**src/power_pkg.sv**
```systemverilog
// Power switch model constants
// Ack latency and the size of the bank and external domain groups
`default_nettype none

package power_pkg;

  // Cycles from switch request to switch ack
  parameter int SWITCH_ACK_LATENCY = 15;

  parameter int NUM_BANKS = 4;

  // Power domains outside the core system
  parameter int EXT_DOMAINS = 2;

endpackage

`default_nettype wire

```
**src/regbus_pkg.sv**
```systemverilog
// Register bus field widths and the external peripheral window
// Address union with a raw view and a tag/slot/offset view
`default_nettype none

package regbus_pkg;

  parameter int ADDR_W = 32;
  parameter int DATA_W = 32;
  parameter int STRB_W = DATA_W / 8;

  // Address split: window tag, slot index, register offset
  parameter int TAG_W    = 20;
  parameter int SLOT_W   = 2;
  parameter int OFFSET_W = 10;

  // Upper address bits of the external peripheral window
  parameter logic [TAG_W-1:0] EXT_PERIPH_TAG = 20'h3008_0;

  typedef struct packed {
    logic [TAG_W-1:0]    tag;
    logic [SLOT_W-1:0]   slot;
    logic [OFFSET_W-1:0] offset;
  } reg_addr_fields_t;

  // Same 32 bits seen either as a plain address or as decoded fields
  typedef union packed {
    logic [ADDR_W-1:0] raw;
    reg_addr_fields_t  field;
  } reg_addr_u;

endpackage

`default_nettype wire

```
**src/ext_harness_top.sv**
```systemverilog
// Harness top: external peripheral register bus and switch ack models
// for the CPU, peripheral, memory bank and external power domains
`timescale 1ns/100ps
`default_nettype none

module ext_harness_top
  import regbus_pkg::*;
  import power_pkg::*;
#(
  parameter int N_PERIPH           = 4,
  parameter int SWITCH_ACK_LATENCY = power_pkg::SWITCH_ACK_LATENCY
) (
  input  logic                               clk_i,
  input  logic                               reset_i,

  // Upstream register bus
  input  logic                               reg_valid_i,
  input  logic                               reg_write_i,
  input  logic [ADDR_W-1:0]                  reg_addr_i,
  input  logic [DATA_W-1:0]                  reg_wdata_i,
  input  logic [STRB_W-1:0]                  reg_wstrb_i,
  output logic [DATA_W-1:0]                  reg_rdata_o,
  output logic                               reg_error_o,
  output logic                               reg_ready_o,

  // Peripheral slots
  output logic [N_PERIPH-1:0]                slv_valid_o,
  output logic [N_PERIPH-1:0]                slv_write_o,
  output logic [N_PERIPH-1:0][OFFSET_W-1:0]  slv_offset_o,
  output logic [N_PERIPH-1:0][DATA_W-1:0]    slv_wdata_o,
  output logic [N_PERIPH-1:0][STRB_W-1:0]    slv_wstrb_o,
  input  logic [N_PERIPH-1:0][DATA_W-1:0]    slv_rdata_i,
  input  logic [N_PERIPH-1:0]                slv_error_i,
  input  logic [N_PERIPH-1:0]                slv_ready_i,

  // Power switches, active low
  input  logic                               cpu_switch_n_i,
  output logic                               cpu_switch_ack_n_o,
  input  logic                               periph_switch_n_i,
  output logic                               periph_switch_ack_n_o,
  input  logic [NUM_BANKS-1:0]               bank_switch_n_i,
  output logic [NUM_BANKS-1:0]               bank_switch_ack_n_o,
  input  logic [EXT_DOMAINS-1:0]             ext_switch_n_i,
  output logic [EXT_DOMAINS-1:0]             ext_switch_ack_n_o
);

  ext_periph_bus #(
    .N_PERIPH (N_PERIPH)
  ) periph_bus_i (
    .clk_i        (clk_i),
    .reset_i      (reset_i),
    .reg_valid_i  (reg_valid_i),
    .reg_write_i  (reg_write_i),
    .reg_addr_i   (reg_addr_i),
    .reg_wdata_i  (reg_wdata_i),
    .reg_wstrb_i  (reg_wstrb_i),
    .reg_rdata_o  (reg_rdata_o),
    .reg_error_o  (reg_error_o),
    .reg_ready_o  (reg_ready_o),
    .slv_valid_o  (slv_valid_o),
    .slv_write_o  (slv_write_o),
    .slv_offset_o (slv_offset_o),
    .slv_wdata_o  (slv_wdata_o),
    .slv_wstrb_o  (slv_wstrb_o),
    .slv_rdata_i  (slv_rdata_i),
    .slv_error_i  (slv_error_i),
    .slv_ready_i  (slv_ready_i)
  );

  // One switch cell model per power domain group
  switch_ack_delay #(
    .WIDTH   (1),
    .LATENCY (SWITCH_ACK_LATENCY)
  ) cpu_ack_i (
    .clk_i          (clk_i),
    .reset_i        (reset_i),
    .switch_n_i     (cpu_switch_n_i),
    .switch_ack_n_o (cpu_switch_ack_n_o)
  );

  switch_ack_delay #(
    .WIDTH   (1),
    .LATENCY (SWITCH_ACK_LATENCY)
  ) periph_ack_i (
    .clk_i          (clk_i),
    .reset_i        (reset_i),
    .switch_n_i     (periph_switch_n_i),
    .switch_ack_n_o (periph_switch_ack_n_o)
  );

  switch_ack_delay #(
    .WIDTH   (NUM_BANKS),
    .LATENCY (SWITCH_ACK_LATENCY)
  ) bank_ack_i (
    .clk_i          (clk_i),
    .reset_i        (reset_i),
    .switch_n_i     (bank_switch_n_i),
    .switch_ack_n_o (bank_switch_ack_n_o)
  );

  switch_ack_delay #(
    .WIDTH   (EXT_DOMAINS),
    .LATENCY (SWITCH_ACK_LATENCY)
  ) ext_ack_i (
    .clk_i          (clk_i),
    .reset_i        (reset_i),
    .switch_n_i     (ext_switch_n_i),
    .switch_ack_n_o (ext_switch_ack_n_o)
  );

endmodule

`default_nettype wire

```
**src/ext_periph_bus.sv**
```systemverilog
// External peripheral register bus demux
// Window decode, per-slot request fan-out, response select
`timescale 1ns/100ps
`default_nettype none

module ext_periph_bus
  import regbus_pkg::*;
#(
  // Must not exceed 2**SLOT_W
  parameter int N_PERIPH = 4
) (
  input  logic                               clk_i,
  input  logic                               reset_i,

  // Upstream request
  input  logic                               reg_valid_i,
  input  logic                               reg_write_i,
  input  reg_addr_u                          reg_addr_i,
  input  logic [DATA_W-1:0]                  reg_wdata_i,
  input  logic [STRB_W-1:0]                  reg_wstrb_i,

  // Upstream response
  output logic [DATA_W-1:0]                  reg_rdata_o,
  output logic                               reg_error_o,
  output logic                               reg_ready_o,

  // Slot requests
  output logic [N_PERIPH-1:0]                slv_valid_o,
  output logic [N_PERIPH-1:0]                slv_write_o,
  output logic [N_PERIPH-1:0][OFFSET_W-1:0]  slv_offset_o,
  output logic [N_PERIPH-1:0][DATA_W-1:0]    slv_wdata_o,
  output logic [N_PERIPH-1:0][STRB_W-1:0]    slv_wstrb_o,

  // Slot responses
  input  logic [N_PERIPH-1:0][DATA_W-1:0]    slv_rdata_i,
  input  logic [N_PERIPH-1:0]                slv_error_i,
  input  logic [N_PERIPH-1:0]                slv_ready_i
);

  logic                tag_match;
  logic [N_PERIPH-1:0] slot_sel;
  logic                req_hit;

  assign tag_match = (reg_addr_i.field.tag == EXT_PERIPH_TAG);

  // One-hot slot select that stays empty when the slot has no peripheral
  genvar i;
  for (i = 0; i < N_PERIPH; i++) begin : gen_slot
    assign slot_sel[i] = tag_match && (reg_addr_i.field.slot == SLOT_W'(i));

    // Write fields are broadcast and only valid is steered
    assign slv_write_o[i]  = reg_write_i;
    assign slv_offset_o[i] = reg_addr_i.field.offset;
    assign slv_wdata_o[i]  = reg_wdata_i;
    assign slv_wstrb_o[i]  = reg_wstrb_i;
  end

  assign req_hit     = |slot_sel;
  assign slv_valid_o = slot_sel & {N_PERIPH{reg_valid_i}};

  always_comb begin
    reg_rdata_o = '0;
    reg_error_o = 1'b0;
    reg_ready_o = 1'b0;
    if (reg_valid_i) begin
      if (!req_hit) begin
        // Outside the window or unpopulated slot
        reg_error_o = 1'b1;
        reg_ready_o = 1'b1;
      end else begin
        for (int s = 0; s < N_PERIPH; s++) begin
          if (slot_sel[s]) begin
            reg_rdata_o = slv_rdata_i[s];
            reg_error_o = slv_error_i[s];
            reg_ready_o = slv_ready_i[s];
          end
        end
      end
    end
  end

  a_single_slot: assert property (
    @(posedge clk_i) disable iff (reset_i)
    $onehot0(slv_valid_o)
  );

  a_idle_no_slot: assert property (
    @(posedge clk_i) disable iff (reset_i)
    !reg_valid_i |-> (slv_valid_o == '0)
  );

  // Miss taken straight from the address fields
  a_miss_completes: assert property (
    @(posedge clk_i) disable iff (reset_i)
    (reg_valid_i && ((reg_addr_i.field.tag != EXT_PERIPH_TAG) ||
                     (int'(reg_addr_i.field.slot) >= N_PERIPH)))
      |-> (reg_ready_o && reg_error_o && (reg_rdata_o == '0))
  );

endmodule

`default_nettype wire

```
**src/switch_ack_delay.sv**
```systemverilog
// Power switch cell model
// Fixed-latency shift chain from switch request to switch ack
`timescale 1ns/100ps
`default_nettype none

module switch_ack_delay #(
  parameter int WIDTH   = 1,
  parameter int LATENCY = 1
) (
  input  logic             clk_i,
  input  logic             reset_i,
  input  logic [WIDTH-1:0] switch_n_i,
  output logic [WIDTH-1:0] switch_ack_n_o
);

  logic [WIDTH-1:0] stage_q [LATENCY];

  // Stage 0 samples the request, last stage drives the ack
  always_ff @(posedge clk_i) begin
    if (reset_i) begin
      for (int s = 0; s < LATENCY; s++) begin
        stage_q[s] <= '1;
      end
    end else begin
      stage_q[0] <= switch_n_i;
      for (int s = 1; s < LATENCY; s++) begin
        stage_q[s] <= stage_q[s-1];
      end
    end
  end

  assign switch_ack_n_o = stage_q[LATENCY-1];

  // Ack stays inactive until the first post-reset request has crossed the chain
  a_ack_idle_after_reset: assert property (
    @(posedge clk_i) disable iff (reset_i)
    $fell(reset_i) |-> (switch_ack_n_o == '1) [*LATENCY]
  );

endmodule

`default_nettype wire

```
**config.mk**
```make
export PLATFORM = sky130hd
export DESIGN_NAME = ext_harness_top
export DESIGN_NICKNAME = d
export VERILOG_FILES = /design/src/power_pkg.sv /design/src/regbus_pkg.sv /design/src/ext_harness_top.sv /design/src/ext_periph_bus.sv /design/src/switch_ack_delay.sv
export SDC_FILE = /design/constraint.sdc
export NUM_CORES = 1
export LEC_CHECK = 0
export BUFFER_PORTS_ARGS = -buffer_cell sky130_fd_sc_hd__buf_4
export CAP_MARGIN = 20
export CELL_PAD_IN_SITES_DETAIL_PLACEMENT = 1
export CELL_PAD_IN_SITES_GLOBAL_PLACEMENT = 1
export CORE_AREA = 2 2 173 175
export DETAILED_ROUTE_END_ITERATION = 6
export DIE_AREA = 0 0 175 177
export PLACE_DENSITY = 0.59
export SETUP_SLACK_MARGIN = 0.5
export SLEW_MARGIN = 20
export SYNTH_ARGS = -nofsm -noshare
export SYNTH_HDL_FRONTEND = slang
export SYNTH_HIERARCHICAL = 1
export SYNTH_SLANG_ARGS = --single-unit
```
**constraint.sdc**
```tcl
create_clock -name clk_i -period 2.7 [get_ports clk_i]
set_clock_uncertainty 0.15 [all_clocks]
set_input_delay 0.675 -clock clk_i [delete_from_list [all_inputs] [get_ports clk_i]]
set_output_delay 0.675 -clock clk_i [all_outputs]
set_load 0.01 [all_outputs]
```
[Yosys cells after proc, flatten, opt, wreduce, memory -nomap -nowiden]
Memories as Yosys holds them, arrays and structs flattened.
Index checks and enable logic that the tools add are counted.
Cells by class
  add/subtract/negate cells: 0
  multiply operators: 0
  div/mod/pow operators: 0
  order comparisons: 0
  eq/ne operators: 4
  shift operators: 0
  muxes and demuxes: 81
  bitwise logic cells: 61
  reduce and logical (&&, ||, !) cells: 6
Operators with widths (number)
  $mux 32: 6
  $mux 4: 15
  $or 1x1->1: 60
  $mux 1: 45
  $mux 2: 15
  $eq 20x18->1 const B: 1
  $and 4x4->4: 1
  $eq 2x2->1 const B: 2
  $logic_and 1x1->1: 4
  $reduce_or 4->1: 1
  $eq 2x1->1 const B: 1
  $logic_not 2->1: 1
Word-level totals
  register bits: 0
  bits in latches: 0
  memory bits (writable): 120
  ROM bits: 0
  input port bits: 216
  output and inout port bits: 234
  memories kept: 4
Memory list
  bank_ack_i.stage_q: depth 15, width 4, read ports 15, clocked after Yosys merged registers in 0, wr ports 15, RTL line switch_ack_delay.sv:16  | logic [WIDTH-1:0] stage_q [LATENCY];
  ext_ack_i.stage_q: depth 15, width 2, read ports 15, clocked after Yosys merged registers in 0, wr ports 15, RTL line switch_ack_delay.sv:16
  cpu_ack_i.stage_q: depth 15, width 1, read ports 15, clocked after Yosys merged registers in 0, wr ports 15, RTL line switch_ack_delay.sv:16
  periph_ack_i.stage_q: depth 15, width 1, read ports 15, clocked after Yosys merged registers in 0, wr ports 15, RTL line switch_ack_delay.sv:16

[Logic depth before layout (Yosys ltp)]
  word-level depth: 8
  mapped depth: 5
  depth with buffers taken out: 3

[By module]
Netlist, hierarchy kept.
Modules (own cells, without submodules)
  ext_periph_bus: instances 1, cells each 290, area each 3098.0 um2, seq. area each 0.0 um2
  switch_ack_delay at bank_ack_i: instances 1, cells each 130, area each 1674.1 um2, seq. area each 1201.2 um2
  switch_ack_delay at ext_ack_i: instances 1, cells each 65, area each 818.3 um2, seq. area each 600.6 um2
  switch_ack_delay at cpu_ack_i ...: instances 2, cells each 31, area each 405.4 um2, seq. area each 300.3 um2

[Worst setup path before layout]
No wires, ideal clock.
  kind: in2out
  start: input port reg_addr_i[13]
  end: output port reg_rdata_o[0]
  data arrival time: 1.798 ns
  data required time: 1.875 ns
  slack: 0.077 ns
  stages on the path: 3
  path buffers: 1
  path through: or4_4 buf_6 nor4b_1
On the way
  word-level cells in the longest chain between the ends: 8
  elaborated cells between the ends (all ways): 12
Ends and longest elaborated chain
  start, declared: RTL line ext_harness_top.sv:19  | input logic [ADDR_W-1:0] reg_addr_i,
  $eq 20x18->1 (*): RTL line ext_periph_bus.sv:44  | assign tag_match = (reg_addr_i.field.tag == EXT_PERIPH_TAG);
  $logic_and 1x1->1: RTL line ext_periph_bus.sv:49  | assign slot_sel[i] = tag_match && (reg_addr_i.field.slot == SLOT_W'(i));
  $mux 32 (4 in a row): RTL line ext_periph_bus.sv:72  | if (slot_sel[s]) begin
  $mux 32 (*): RTL line ext_periph_bus.sv:66  | if (!req_hit) begin
  $mux 32 (*): RTL line ext_periph_bus.sv:65  | if (reg_valid_i) begin
  end, declared: RTL line ext_harness_top.sv:22  | output logic [DATA_W-1:0] reg_rdata_o,
Mark *: on every way between the ends. The rest lies on a longest branch, timed or not.

[Worst setup path in the final report]
  start: input port reg_addr_i[20]
  end: output port reg_rdata_o[20]
Same word-level chain as after synthesis.

==> metrics.cfg <==
[placement]
dpl_worst_slack_ns = -0.366
port-buffer-count = 214
dp_hpwl_um = 15500
globalplace.congestion = 0.805
dp_cells = 962

[routing]
drt_iter0_markers = 138
drc = 0
post_drt_via_cell_ratio = 3.82
ant_nets = 0
wl_per_cell_um = 20.0
drtPass1Iterations = 4
num_vias = 3822
wirelength_um = 20000

[sta]
fmax_mhz = 327
post-route-min-period_ns = 3.05
rsz0062_at_grt = yes
slew_viol_final = 0
hold_violations = 0
finalSetupViolCount = 38
layout_setup_ws_ns = -0.354
finalCritPeriodShare_pct = 113
tightest_slew_ns = 0.895
hold_slack_ns = 0.248
max-slew-margin-rel_pct = 40.3

[logic_synthesis]
yosys_warnings = 6
synth_area_leaders = dfxtp_1, buf_4, mux4_2
synth-seq-cells = 120
synth_area_per_cell_sq_um = 11.7
synth_area_leader_cell = dfxtp_1
yosysUniqueCellTypes = 22
syn_inst = 547
ys_seq_area_share_pct = 37.5
synthesis.area_sq_um = 6400
yosysTopAreaCellShare_pct = 37.5
synthesis.nets = 763

[cts]
clk_pin_slew_worst_paths_ns = 0.06
root_buffer = clkbuf_16
cts_buffers = 17
numClockSinks = 120
cts_buffer_depth = 2
cts_tree = built
cts_hold_buf = 0
worstSkewPairLatency_ns = 0.40
htreeDepth = 4

[cells_and_area]
drive_above_1_share_pct = 59.3
final_common_cell = buf_4
fill_cells = 3228
fin_util_pct = 27.8
fin_nets = 812
stdcell_count = 1001
area_delta_synth_final_pct = 27.2
final_cell_mix = buf_4, or2_1, dfxtp_1, mux4_2, nor4b_4

[grt]
antenna_found_initial = 2
grt_pass1_vias = 3872
grt_remaining_overflow = 0
grt_max_degree = 121
grt_pass1_wl_um = 27500
grt_usage_pct = 12.5

[die]
dieHeight_um = 177
core_area_sq_um = 29200
row_count = 63
pin_count = 450
dieArea_sq_um = 31000
die_w_um = 175
start_util_pct = 21.9

[pwr]
power_mw = 4.66
power_density_nw_per_um2 = 573
p_leak_nw = 3.29
peakVddDrop_v = 0.000363

[worst_setup_path]
startpoint_type = input port
slowest_stage = or4_4
critPathMaxStageDelay_ns = 0.63
end_kind = primary output
path_class = input port to primary output
r2r_setup_slack_ns = 1.92
worstPathMaxFanout = 7
r2r_cells = 1
cp.depth = 6
crit_required_ns = 1.88
crit_arrival_ns = 2.23
path_buf_inv = 4
cp_cell_sequence = buf_6 > or4_4 > buf_12 > buf_4 > nor4b_4 > buf_4
cpMostUsedCell = buf_4
critPathTopFamily = simple AND/OR/NAND/NOR gates

[run_status]
status = finished with violations
violations = negative setup slack

[flow_run]
drv_cap = 0

[min_path]
min_path_type = flip-flop to flip-flop
whs_path_depth = 1

-- sequential cells by signal, summed over array words and instances (netlist names) --
| name | flops |
|---|---|
| cpu_ack_i/stage_q | 15 |
| bank_ack_i/stage_q | 60 |
| periph_ack_i/stage_q | 15 |
| ext_ack_i/stage_q | 30 |
-- synth_stat cells, drive strengths merged --
master / n
buf: 223
or4: 1
nor4: 5
nand2b: 2
clkbuf: 1
nand2: 1
o31a: 2
nand4: 1
clkinv: 1
mux4: 34
or2: 120
nor4b: 34
nor4bb: 1
nor2: 1
dfxtp: 120
-- worst paths after layout --
kind / from / endpoint
setup / recovery: reg_addr_i[20] / reg_rdata_o[20]
hold / removal: bank_ack_i/stage_q[3][5] / bank_ack_i/stage_q[3][9]
setup reg to reg: periph_ack_i/stage_q[2][0] / periph_ack_i/stage_q[2][1]
hold reg to reg: bank_ack_i/stage_q[3][5] / bank_ack_i/stage_q[3][9]
-- power breakdown --
part | internal (mW) | total [mW] | switching [mW]
Sequential | 1.79 | 1.79 | 0.00299
Clock | 1.50 | 2.37 | 0.870
Combinational | 0.319 | 0.498 | 0.179
-- stage by stage --
step	TNS (ns)	instance area (sq um)
floorplan	0	6480
global placement	-8.90	7240
detailed placement	-9.77	7240
CTS	-10.64	8080
global route	-13.23	8140
finish	-9.21	8140
-- logic make-up after synthesis --
logic type | after synthesis | share of synthesized area [%]
flip-flops | 120 | 37.5
multiplexers | 34 | 12.0
AND/OR/NAND/NOR | 166 | 23.4
buffers and inverters | 225 | 26.9
AO/OA/AOI/OAI | 2 | 0.274
-- area by class of cell --
cell class,count,area (sq um),share of cell area [%]
clock buffer,18,439,5.39
tap,390,488,5.99
inverter,1,5.00,0.0615
timing repair buffer,254,2160,26.6
multi-input combinational,202,2450,30.1
sequential,120,2400,29.5
clock inverter,14,185,2.27
antenna,2,5.00,0.0615
-- repair_timing --
| action | 4_1_cts | 5_1_grt |
|---|---|---|
| gates resized for setup | 17 | 13 |
| buffers inserted | 1 | 0 |
| setup endpoints to repair | 38 | 38 |
| hold endpoints to repair | 0 | 0 |
| gates cloned | 4 | 0 |
| pin swaps | 16 | 16 |
-- per-layer routing --
layer  part of all wire [%]  vias up  track usage (%)
li1                       -     1731                -
met1                     39     1823             14.5
met3                     11       14             6.92
met4                   0.90        0             3.26
met2                     49      254             20.2
met5                      0        -                0
(Power assumes the default switching activity.)
